`src/common/mem_settings.svh`:
```
// memory subsystem geometry
`ifndef MEM_SETTINGS_SVH
`define MEM_SETTINGS_SVH

// ram address bits actually decoded
`define RAM_ADDR_BITS 18

// instruction cache shape
`define LINE_BYTES 8
`define ICACHE_LINES 16

// entries in each request queue
`define REQ_QUEUE_DEPTH 2

// addr[17:16] value of the i/o window
`define IO_REGION 2'b11

`endif

```
`src/common/icache_pkg.sv`:
```
// instruction cache types
`include "mem_settings.svh"

package icache_pkg;

    localparam int OFFSET_BITS = $clog2(`LINE_BYTES);
    localparam int INDEX_BITS = $clog2(`ICACHE_LINES);
    // tag covers the rest of the decoded address
    localparam int TAG_BITS = `RAM_ADDR_BITS - INDEX_BITS - OFFSET_BITS;

    typedef logic [`LINE_BYTES*8-1:0] line_t;
    typedef logic [INDEX_BITS-1:0] index_t;
    typedef logic [TAG_BITS-1:0] cache_tag_t;

endpackage

```
`src/common/mem_req_pkg.sv`:
```
// load and store request types
package mem_req_pkg;

    typedef logic [31:0] addr_t;
    typedef logic [31:0] word_t;

    // chosen by the requester, returned with the load data
    typedef logic [3:0] tag_t;

    // value is the index of the last byte of the access
    typedef enum logic [1:0] {
        LEN_BYTE = 2'd0,
        LEN_HALF = 2'd1,
        LEN_WORD = 2'd3
    } access_len_t;

    typedef struct packed {
        addr_t       addr;
        access_len_t len;
        logic        sext;
        tag_t        tag;
    } load_req_t;

    typedef struct packed {
        addr_t       addr;
        word_t       data;
        access_len_t len;
    } store_req_t;

endpackage

```
`src/hw/mem_subsystem.sv`:
```
// memory subsystem top
`timescale 1ns/1ps
`include "mem_settings.svh"

module mem_subsystem
    import mem_req_pkg::*;
    import icache_pkg::*;
(
    input  logic        clk_in,
    input  logic        rst_in,
    input  logic        rdy_in,
    input  addr_t       fetch_addr,
    output logic        fetch_hit,
    output word_t       fetch_inst,
    input  logic        ld_valid,
    input  addr_t       ld_addr,
    input  access_len_t ld_len,
    input  logic        ld_sext,
    input  tag_t        ld_tag_in,
    output logic        ld_full,
    output logic        ld_done,
    output word_t       ld_data,
    output tag_t        ld_tag,
    input  logic        st_valid,
    input  addr_t       st_addr,
    input  word_t       st_data,
    input  access_len_t st_len,
    output logic        st_full,
    output logic        st_done,
    input  logic        io_buffer_full,
    input  logic [7:0]  mem_din,
    output logic [7:0]  mem_dout,
    output addr_t       mem_a,
    output logic        mem_wr
);
    load_req_t  ld_req;
    load_req_t  ld_head;
    store_req_t st_req;
    store_req_t st_head;
    logic       ld_pending;
    logic       ld_pop;
    logic       st_pending;
    logic       st_pop;
    logic       fill_req;
    logic       fill_done;
    addr_t      fill_addr;
    line_t      fill_line;

    assign ld_req = '{addr: ld_addr, len: ld_len, sext: ld_sext, tag: ld_tag_in};
    assign st_req = '{addr: st_addr, data: st_data, len: st_len};

    // a request made while full is dropped
    req_queue #(.payload_t(load_req_t)) load_queue (
        .clk_in(clk_in),
        .rst_in(rst_in),
        .rdy_in(rdy_in),
        .push(ld_valid && !ld_full),
        .push_data(ld_req),
        .full(ld_full),
        .pop(ld_pop),
        .head(ld_head),
        .not_empty(ld_pending)
    );

    req_queue #(.payload_t(store_req_t)) store_queue (
        .clk_in(clk_in),
        .rst_in(rst_in),
        .rdy_in(rdy_in),
        .push(st_valid && !st_full),
        .push_data(st_req),
        .full(st_full),
        .pop(st_pop),
        .head(st_head),
        .not_empty(st_pending)
    );

    icache icache_i (
        .clk_in(clk_in),
        .rst_in(rst_in),
        .rdy_in(rdy_in),
        .fetch_addr(fetch_addr),
        .fetch_hit(fetch_hit),
        .fetch_inst(fetch_inst),
        .fill_req(fill_req),
        .fill_addr(fill_addr),
        .fill_done(fill_done),
        .fill_line(fill_line)
    );

    mem_ctrl mem_ctrl_i (
        .clk_in(clk_in),
        .rst_in(rst_in),
        .rdy_in(rdy_in),
        .io_buffer_full(io_buffer_full),
        .st_head(st_head),
        .st_pending(st_pending),
        .st_pop(st_pop),
        .ld_head(ld_head),
        .ld_pending(ld_pending),
        .ld_pop(ld_pop),
        .fill_req(fill_req),
        .fill_addr(fill_addr),
        .fill_done(fill_done),
        .fill_line(fill_line),
        .ld_done(ld_done),
        .ld_data(ld_data),
        .ld_tag(ld_tag),
        .st_done(st_done),
        .mem_din(mem_din),
        .mem_dout(mem_dout),
        .mem_a(mem_a),
        .mem_wr(mem_wr)
    );

endmodule

```
`src/hw/req_queue.sv`:
```
// pending request fifo
`timescale 1ns/1ps
`include "mem_settings.svh"

module req_queue
    import mem_req_pkg::*;
#(
    parameter type payload_t = load_req_t,
    parameter int  DEPTH = `REQ_QUEUE_DEPTH
) (
    input  logic     clk_in,
    input  logic     rst_in,
    input  logic     rdy_in,
    input  logic     push,
    input  payload_t push_data,
    output logic     full,
    input  logic     pop,
    output payload_t head,
    output logic     not_empty
);
    localparam int PTR_BITS = (DEPTH > 1) ? $clog2(DEPTH) : 1;

    payload_t            entries [DEPTH];
    logic [PTR_BITS-1:0] rd_ptr;
    logic [PTR_BITS-1:0] wr_ptr;
    logic [PTR_BITS:0]   count;

    function automatic logic [PTR_BITS-1:0] next_ptr(logic [PTR_BITS-1:0] ptr);
        return (ptr == PTR_BITS'(DEPTH - 1)) ? '0 : ptr + 1'b1;
    endfunction

    assign full = (count == (PTR_BITS + 1)'(DEPTH));
    assign not_empty = (count != '0);
    assign head = entries[rd_ptr];

    always_ff @(posedge clk_in) begin
        if (rst_in) begin
            rd_ptr <= '0;
            wr_ptr <= '0;
            count <= '0;
        end else if (rdy_in) begin
            if (push) begin
                wr_ptr <= next_ptr(wr_ptr);
            end
            if (pop) begin
                rd_ptr <= next_ptr(rd_ptr);
            end
            if (push && !pop) begin
                count <= count + 1'b1;
            end else if (pop && !push) begin
                count <= count - 1'b1;
            end
        end
    end

    always_ff @(posedge clk_in) begin
        if (rdy_in && push) begin
            entries[wr_ptr] <= push_data;
        end
    end

    // requester side must respect full, controller side must respect not_empty
    a_no_overflow: assert property (@(posedge clk_in) disable iff (rst_in)
        rdy_in && push |-> !full);
    a_no_underflow: assert property (@(posedge clk_in) disable iff (rst_in)
        rdy_in && pop |-> not_empty);

endmodule

```
`src/icache/icache.sv`:
```
// direct-mapped instruction cache
`timescale 1ns/1ps
`include "mem_settings.svh"

module icache
    import mem_req_pkg::*;
    import icache_pkg::*;
(
    input  logic  clk_in,
    input  logic  rst_in,
    input  logic  rdy_in,
    input  addr_t fetch_addr,
    output logic  fetch_hit,
    output word_t fetch_inst,
    output logic  fill_req,
    output addr_t fill_addr,
    input  logic  fill_done,
    input  line_t fill_line
);
    logic [`ICACHE_LINES-1:0] valid_q;
    cache_tag_t               tag_arr [`ICACHE_LINES];
    line_t                    line_arr [`ICACHE_LINES];
    index_t                   fetch_idx;
    index_t                   fill_idx;
    cache_tag_t               fetch_tag;
    logic [OFFSET_BITS-3:0]   word_sel;
    logic                     pend_q;
    addr_t                    pend_addr_q;
    logic                     start_fill;

    assign fetch_idx = fetch_addr[OFFSET_BITS +: INDEX_BITS];
    assign fetch_tag = fetch_addr[`RAM_ADDR_BITS-1 -: TAG_BITS];
    assign word_sel = fetch_addr[OFFSET_BITS-1:2];
    assign fill_idx = pend_addr_q[OFFSET_BITS +: INDEX_BITS];

    assign fetch_hit = valid_q[fetch_idx] && (tag_arr[fetch_idx] == fetch_tag);
    assign fetch_inst = line_arr[fetch_idx][word_sel*32 +: 32];

    // one fill in flight, the line address is latched at the miss
    assign start_fill = !pend_q && !fetch_hit;
    assign fill_req = pend_q;
    assign fill_addr = pend_addr_q;

    always_ff @(posedge clk_in) begin
        if (rst_in) begin
            valid_q <= '0;
            pend_q <= 1'b0;
        end else if (rdy_in) begin
            if (pend_q && fill_done) begin
                valid_q[fill_idx] <= 1'b1;
                pend_q <= 1'b0;
            end else if (start_fill) begin
                pend_q <= 1'b1;
            end
        end
    end

    always_ff @(posedge clk_in) begin
        if (rdy_in) begin
            if (start_fill) begin
                pend_addr_q <= {fetch_addr[31:OFFSET_BITS], {OFFSET_BITS{1'b0}}};
            end
            if (pend_q && fill_done) begin
                tag_arr[fill_idx] <= pend_addr_q[`RAM_ADDR_BITS-1 -: TAG_BITS];
                line_arr[fill_idx] <= fill_line;
            end
        end
    end

    // controller only answers a fill that is still requested
    a_fill_pending: assert property (@(posedge clk_in) disable iff (rst_in)
        fill_done |-> fill_req);

endmodule

```
`src/memctrl/mem_ctrl.sv`:
```
// memory controller
// request arbitration and byte-serial ram access
`timescale 1ns/1ps
`include "mem_settings.svh"

module mem_ctrl
    import mem_req_pkg::*;
    import icache_pkg::*;
(
    input  logic       clk_in,
    input  logic       rst_in,
    input  logic       rdy_in,
    input  logic       io_buffer_full,
    input  store_req_t st_head,
    input  logic       st_pending,
    output logic       st_pop,
    input  load_req_t  ld_head,
    input  logic       ld_pending,
    output logic       ld_pop,
    input  logic       fill_req,
    input  addr_t      fill_addr,
    output logic       fill_done,
    output line_t      fill_line,
    output logic       ld_done,
    output word_t      ld_data,
    output tag_t       ld_tag,
    output logic       st_done,
    input  logic [7:0] mem_din,
    output logic [7:0] mem_dout,
    output addr_t      mem_a,
    output logic       mem_wr
);
    localparam int CNT_BITS = $clog2(`LINE_BYTES) + 1;

    typedef enum logic [1:0] {IDLE, READ, WRITE} state_t;

    state_t                 state;
    logic [CNT_BITS-1:0]    cnt;
    logic [CNT_BITS-1:0]    last_q;
    logic                   fill_q;
    logic                   mem_wr_q;
    logic [23:0]            wdata_q;
    line_t                  asm_q;
    access_len_t            len_q;
    logic                   sext_q;
    logic                   st_blocked;
    logic                   st_go;
    logic                   ld_go;
    logic                   fill_go;
    logic [OFFSET_BITS-1:0] rx_idx;

    function automatic word_t extend(word_t raw, access_len_t len, logic sext);
        case (len)
            LEN_BYTE: return {{24{sext & raw[7]}}, raw[7:0]};
            LEN_HALF: return {{16{sext & raw[15]}}, raw[15:0]};
            default:  return raw;
        endcase
    endfunction

    // i/o stores wait while the uart buffer is full
    assign st_blocked = (st_head.addr[`RAM_ADDR_BITS-1 -: 2] == `IO_REGION) && io_buffer_full;

    // fixed priority: store, load, line fill
    assign st_go = (state == IDLE) && st_pending && !st_blocked;
    assign ld_go = (state == IDLE) && !st_go && ld_pending;
    // fill_req is still high in the fill_done cycle
    assign fill_go = (state == IDLE) && !st_go && !ld_pending && fill_req && !fill_done;

    assign st_pop = st_go && rdy_in;
    assign ld_pop = ld_go && rdy_in;

    // byte addressed in the previous cycle
    assign rx_idx = cnt[OFFSET_BITS-1:0] - 1'b1;

    assign mem_wr = mem_wr_q && rdy_in;
    assign fill_line = asm_q;
    assign ld_data = extend(asm_q[31:0], len_q, sext_q);

    always_ff @(posedge clk_in) begin
        if (rst_in) begin
            state <= IDLE;
            cnt <= '0;
            mem_wr_q <= 1'b0;
            ld_done <= 1'b0;
            st_done <= 1'b0;
            fill_done <= 1'b0;
            mem_a <= '0;
            mem_dout <= '0;
        end else if (rdy_in) begin
            ld_done <= 1'b0;
            st_done <= 1'b0;
            fill_done <= 1'b0;
            case (state)
                IDLE: begin
                    cnt <= '0;
                    if (st_go) begin
                        state <= WRITE;
                        mem_a <= st_head.addr;
                        mem_dout <= st_head.data[7:0];
                        wdata_q <= st_head.data[31:8];
                        last_q <= CNT_BITS'(st_head.len);
                        mem_wr_q <= 1'b1;
                    end else if (ld_go) begin
                        state <= READ;
                        fill_q <= 1'b0;
                        mem_a <= ld_head.addr;
                        last_q <= CNT_BITS'(ld_head.len);
                        len_q <= ld_head.len;
                        sext_q <= ld_head.sext;
                        ld_tag <= ld_head.tag;
                    end else if (fill_go) begin
                        state <= READ;
                        fill_q <= 1'b1;
                        mem_a <= fill_addr;
                        last_q <= CNT_BITS'(`LINE_BYTES - 1);
                    end
                end
                READ: begin
                    if (cnt < last_q) begin
                        mem_a <= mem_a + 32'd1;
                    end
                    if (cnt != '0) begin
                        asm_q[rx_idx*8 +: 8] <= mem_din;
                    end
                    if (cnt == last_q + 1'b1) begin
                        state <= IDLE;
                        ld_done <= !fill_q;
                        fill_done <= fill_q;
                    end else begin
                        cnt <= cnt + 1'b1;
                    end
                end
                WRITE: begin
                    if (cnt == last_q) begin
                        state <= IDLE;
                        mem_wr_q <= 1'b0;
                        st_done <= 1'b1;
                    end else begin
                        mem_a <= mem_a + 32'd1;
                        mem_dout <= wdata_q[7:0];
                        wdata_q <= wdata_q >> 8;
                        cnt <= cnt + 1'b1;
                    end
                end
                default: state <= IDLE;
            endcase
        end
    end

    // pause masks writes and freezes the bus
    a_pause_bus: assert property (@(posedge clk_in) disable iff (rst_in)
        !rdy_in |-> !mem_wr ##1 ($stable(mem_a) && $stable(mem_dout)));
    a_cnt_range: assert property (@(posedge clk_in) disable iff (rst_in)
        cnt <= CNT_BITS'(`LINE_BYTES));

endmodule
```
`config.mk`:
```
export PLATFORM = sky130hd
export DESIGN_NAME = mem_subsystem
export DESIGN_NICKNAME = d
export VERILOG_FILES = /design/src/common/icache_pkg.sv /design/src/common/mem_req_pkg.sv /design/src/hw/mem_subsystem.sv /design/src/hw/req_queue.sv /design/src/icache/icache.sv /design/src/memctrl/mem_ctrl.sv
export VERILOG_INCLUDE_DIRS = /design/src /design/src/common
export SDC_FILE = /design/constraint.sdc
export NUM_CORES = 1
export LEC_CHECK = 0
export ABC_CLOCK_PERIOD_IN_PS = 21700
export BUFFER_PORTS_ARGS = -buffer_cell sky130_fd_sc_hd__buf_2
export CAP_MARGIN = 10
export CORE_MARGIN = 1.5
export CORE_UTILIZATION = 30
export CTS_BUF_LIST = sky130_fd_sc_hd__clkbuf_8 sky130_fd_sc_hd__clkbuf_16
export DETAILED_ROUTE_END_ITERATION = 12
export PLACE_DENSITY = 0.5
export SYNTH_ARGS = -nofsm -noshare
export SYNTH_HDL_FRONTEND = slang
export SYNTH_SLANG_ARGS = --single-unit
```
`constraint.sdc`:
```
create_clock -name clk_in -period 21.7 [get_ports clk_in]
set_input_delay 2.17 -clock clk_in [delete_from_list [all_inputs] [get_ports clk_in]]
set_output_delay 2.17 -clock clk_in [all_outputs]
set_load 0.1 [all_outputs]
```
==> results.py <==
metrics = {
    "finish": {
        "area_growth_pct": 16.04,
        "finalInstanceArea_um2": 72860,
        "utilization_pct": 35.12,
        "instances_no_fill": 6338,
        "layout-drive-gt1-share_pct": 28.54,
        "final_nets": 3580,
    },
    "detailed_routing": {
        "wl_per_cell_um": 26.25,
        "drc_errors": 0,
        "via_per_inst": 4.917,
        "wirelength_um": 166400,
        "drt_iter0_drc": 2958,
        "first_pass_iters": 7,
        "postRouteAntennaNets": 0,
        "via_count": 31160,
    },
    "logic_synthesis": {
        "synth_top_area_share_pct": 73.55,
        "synth_edf_count": 1538,
        "ys_ff_latch": 1615,
        "yosysSeqAreaShare_pct": 76.01,
        "avgSynthCellArea_um2": 20.40,
        "syn_inst": 3078,
        "synthesis.area_um2": 62790,
        "synth_common_cells": "1,538 x edfxtp_1, 371 x mux4_2, 128 x nand2_1, 128 x nor2_1, 125 x mux2i_1",
        "ys_types": 66,
        "synth-main-ff-cell": "edfxtp_1",
        "synthArstFlopShare_pct": 0,
        "synth-warning-count": 0,
        "synth_area_leader_cell": "edfxtp_1",
        "synthesis.nets": 3247,
        "yosysMostFrequentCell": "edfxtp_1",
        "yosys-top-cells-area": "edfxtp_1 74%, mux4_2 13%, dfxtp_1 2.5%",
    },
    "clocking": {
        "cts_max_path_buffers": 3,
        "cts_setup_buffers": 0,
        "cts_made_buffers": 165,
        "clock_latency_ns": 0.81,
        "clock-root-buffer": "clkbuf_16",
        "path_clk_slew_ns": 0.06,
        "clkSinkCount": 1615,
        "cts_resized": 0,
        "cts_max_level": 4,
        "cts_tree": "built",
        "cts_hold_buf": 0,
    },
    "timing": {
        "worst_pin_slew_ns": 1.093,
        "finClkSkew_ns": 0.03079,
        "setup_viol_count_final": 0,
        "tns_ns": 0,
        "relSlewSlack_pct": 26.86,
        "slew_violations": 0,
        "whs_ns": 0.4716,
        "final-hold-violation-count": 0,
        "fmax_ghz": 0.1109,
        "setup_slack_ns": 12.68,
        "period_share_pct": 41.56,
        "period_needed_ns": 9.018,
        "rsz0062_at_grt": "no",
    },
    "grt": {
        "grt_use_met3_pct": 4.791,
        "grt_max_degree": 77,
        "use_met1_pct": 21.23,
        "grt_use_total_pct": 15.60,
        "grt_overflow": 0,
        "grt_antenna_before_repair": 65,
        "gr-usage-met2_pct": 24.18,
        "grt_pass1_vias": 31790,
        "grt_pass1_wl_um": 235500,
        "grt_busiest_layer": "met2",
    },
    "placement": {
        "routabilityCongestion": 0.7744,
        "place_inst": 6032,
        "dp_slack_ns": 12.53,
        "numPortBuffers": 262,
        "dp_hpwl_um": 90790,
        "placed_area_um2": 67660,
    },
    "setup_path": {
        "end_kind": "primary output",
        "cp_max_fo": 44,
        "crit_arrival_ns": 6.85,
        "startpoint_type": "primary input",
        "crit_type": "in -> out",
        "worstPathRequired_ns": 19.53,
    },
    "die": {
        "die_w_um": 460.5,
        "core_area_um2": 207500,
        "die_h_um": 460.5,
        "fp-row-count": 167,
        "io_pins": 265,
        "die_area_um2": 212100,
        "start_util_pct": 30.26,
    },
    "pwr": {
        "power_mw": 7.348,
        "netSwitchingPower_mw": 2.028,
        "pwr-share-seq_pct": 48.3,
        "switching_share_pct": 27.60,
        "p_int_mw": 5.319,
        "comb_power_share_pct": 14.3,
        "peakVddDrop_mv": 0.08706,
        "p_leak_nw": 23.07,
        "power_density_nw_per_um2": 100.8,
        "pwr-share-clk_pct": 37.4,
    },
    "hold_path": {
        "min_path_type": "reg -> reg",
    },
    "run_status": {
        "status": "finished clean",
    },
    "flow_run": {
        "cap_violations": 0,
    },
}
==> state kept, by name, indices dropped and copies added (netlist names), 24 cells and up, named ones only <==
register              count
icache_i.line_arr      1024
icache_i.tag_arr        176
store_queue.entries     132
load_queue.entries       78
mem_ctrl_i.fill_line     64
mem_ctrl_i.mem_a         32
icache_i.fill_addr       29
mem_ctrl_i.wdata_q       24
==> worst paths after layout <==
| kind | endpoint | cells past startpoint | slack [ns] | from |
|---|---|---|---|---|
| min reg2reg | mem_ctrl_i.ld_done | 2 | 0.47 | mem_ctrl_i.ld_done |
| max reg2reg | mem_ctrl_i.mem_a[26] | 9 | 17.79 | mem_ctrl_i.cnt[0] |
| max | fetch_hit | 10 | 12.68 | fetch_addr[5] |
| min | mem_ctrl_i.ld_done | 2 | 0.47 | mem_ctrl_i.ld_done |
==> area by class of cell <==
type / instances / area [um2]
timing repair buffer: 334 / 1916
clock inverter: 127 / 948.4
clock buffer: 171 / 4234
tap: 2788 / 3488
sequential: 1615 / 47730
inverter: 25 / 98.84
antenna: 8 / 20.02
multi-input combinational: 1270 / 14430
fill: 19300 / 134600
==> power groups by stage <==
stage | registers, mW | clock network (mW) | logic (mW)
floorplan | 3.79 | 0 | 0.571
global placement | 3.61 | 0 | 1.06
detailed placement | 3.62 | 0 | 1.06
CTS | 3.55 | 2.82 | 1.07
global route | 3.56 | 2.94 | 1.12
finish | 3.55 | 2.75 | 1.05
==> layout by cell type, fill, tap and decap left out, drive strengths merged, types with 59 or more instances in the layout <==
master  Yosys  final
and2       71     71
buf        86    334
clkbuf     82    171
clkinv      1     73
dfxtp      77     77
edfxtp   1538   1538
inv        24     64
mux2i     125    125
mux4      371    371
nand2     128    128
nor2      129    129
o21ai      59     59
==> critical path: stages <==
cell,delay (ns)
buf_6,0.39
buf_4,0.61
buf_4,0.87
mux4_2,0.63
mux2i_1,0.14
mux2i_1,0.15
xnor2_1,0.27
nand4_1,0.14
nor4_2,0.78
buf_2,0.57
==> logic make-up after synthesis <==
| kind of cell | count (synthesis) | synth area share [%] |
|---|---|---|
| flops | 1615 | 76.01 |
| mux | 537 | 16.03 |
| simple gates | 477 | 3.694 |
| compound gates | 215 | 2.248 |
| buf+inv | 193 | 1.323 |
| xor+xnor | 23 | 0.3328 |
| fa+ha+maj | 18 | 0.3587 |
==> per-layer routing <==
metal	wire [um]	part of all wire (%)
met1	72310	43
met2	76490	46
met3	13490	8.1
met4	3627	2.2
met5	478	0.29
(Power assumes the default switching activity.)
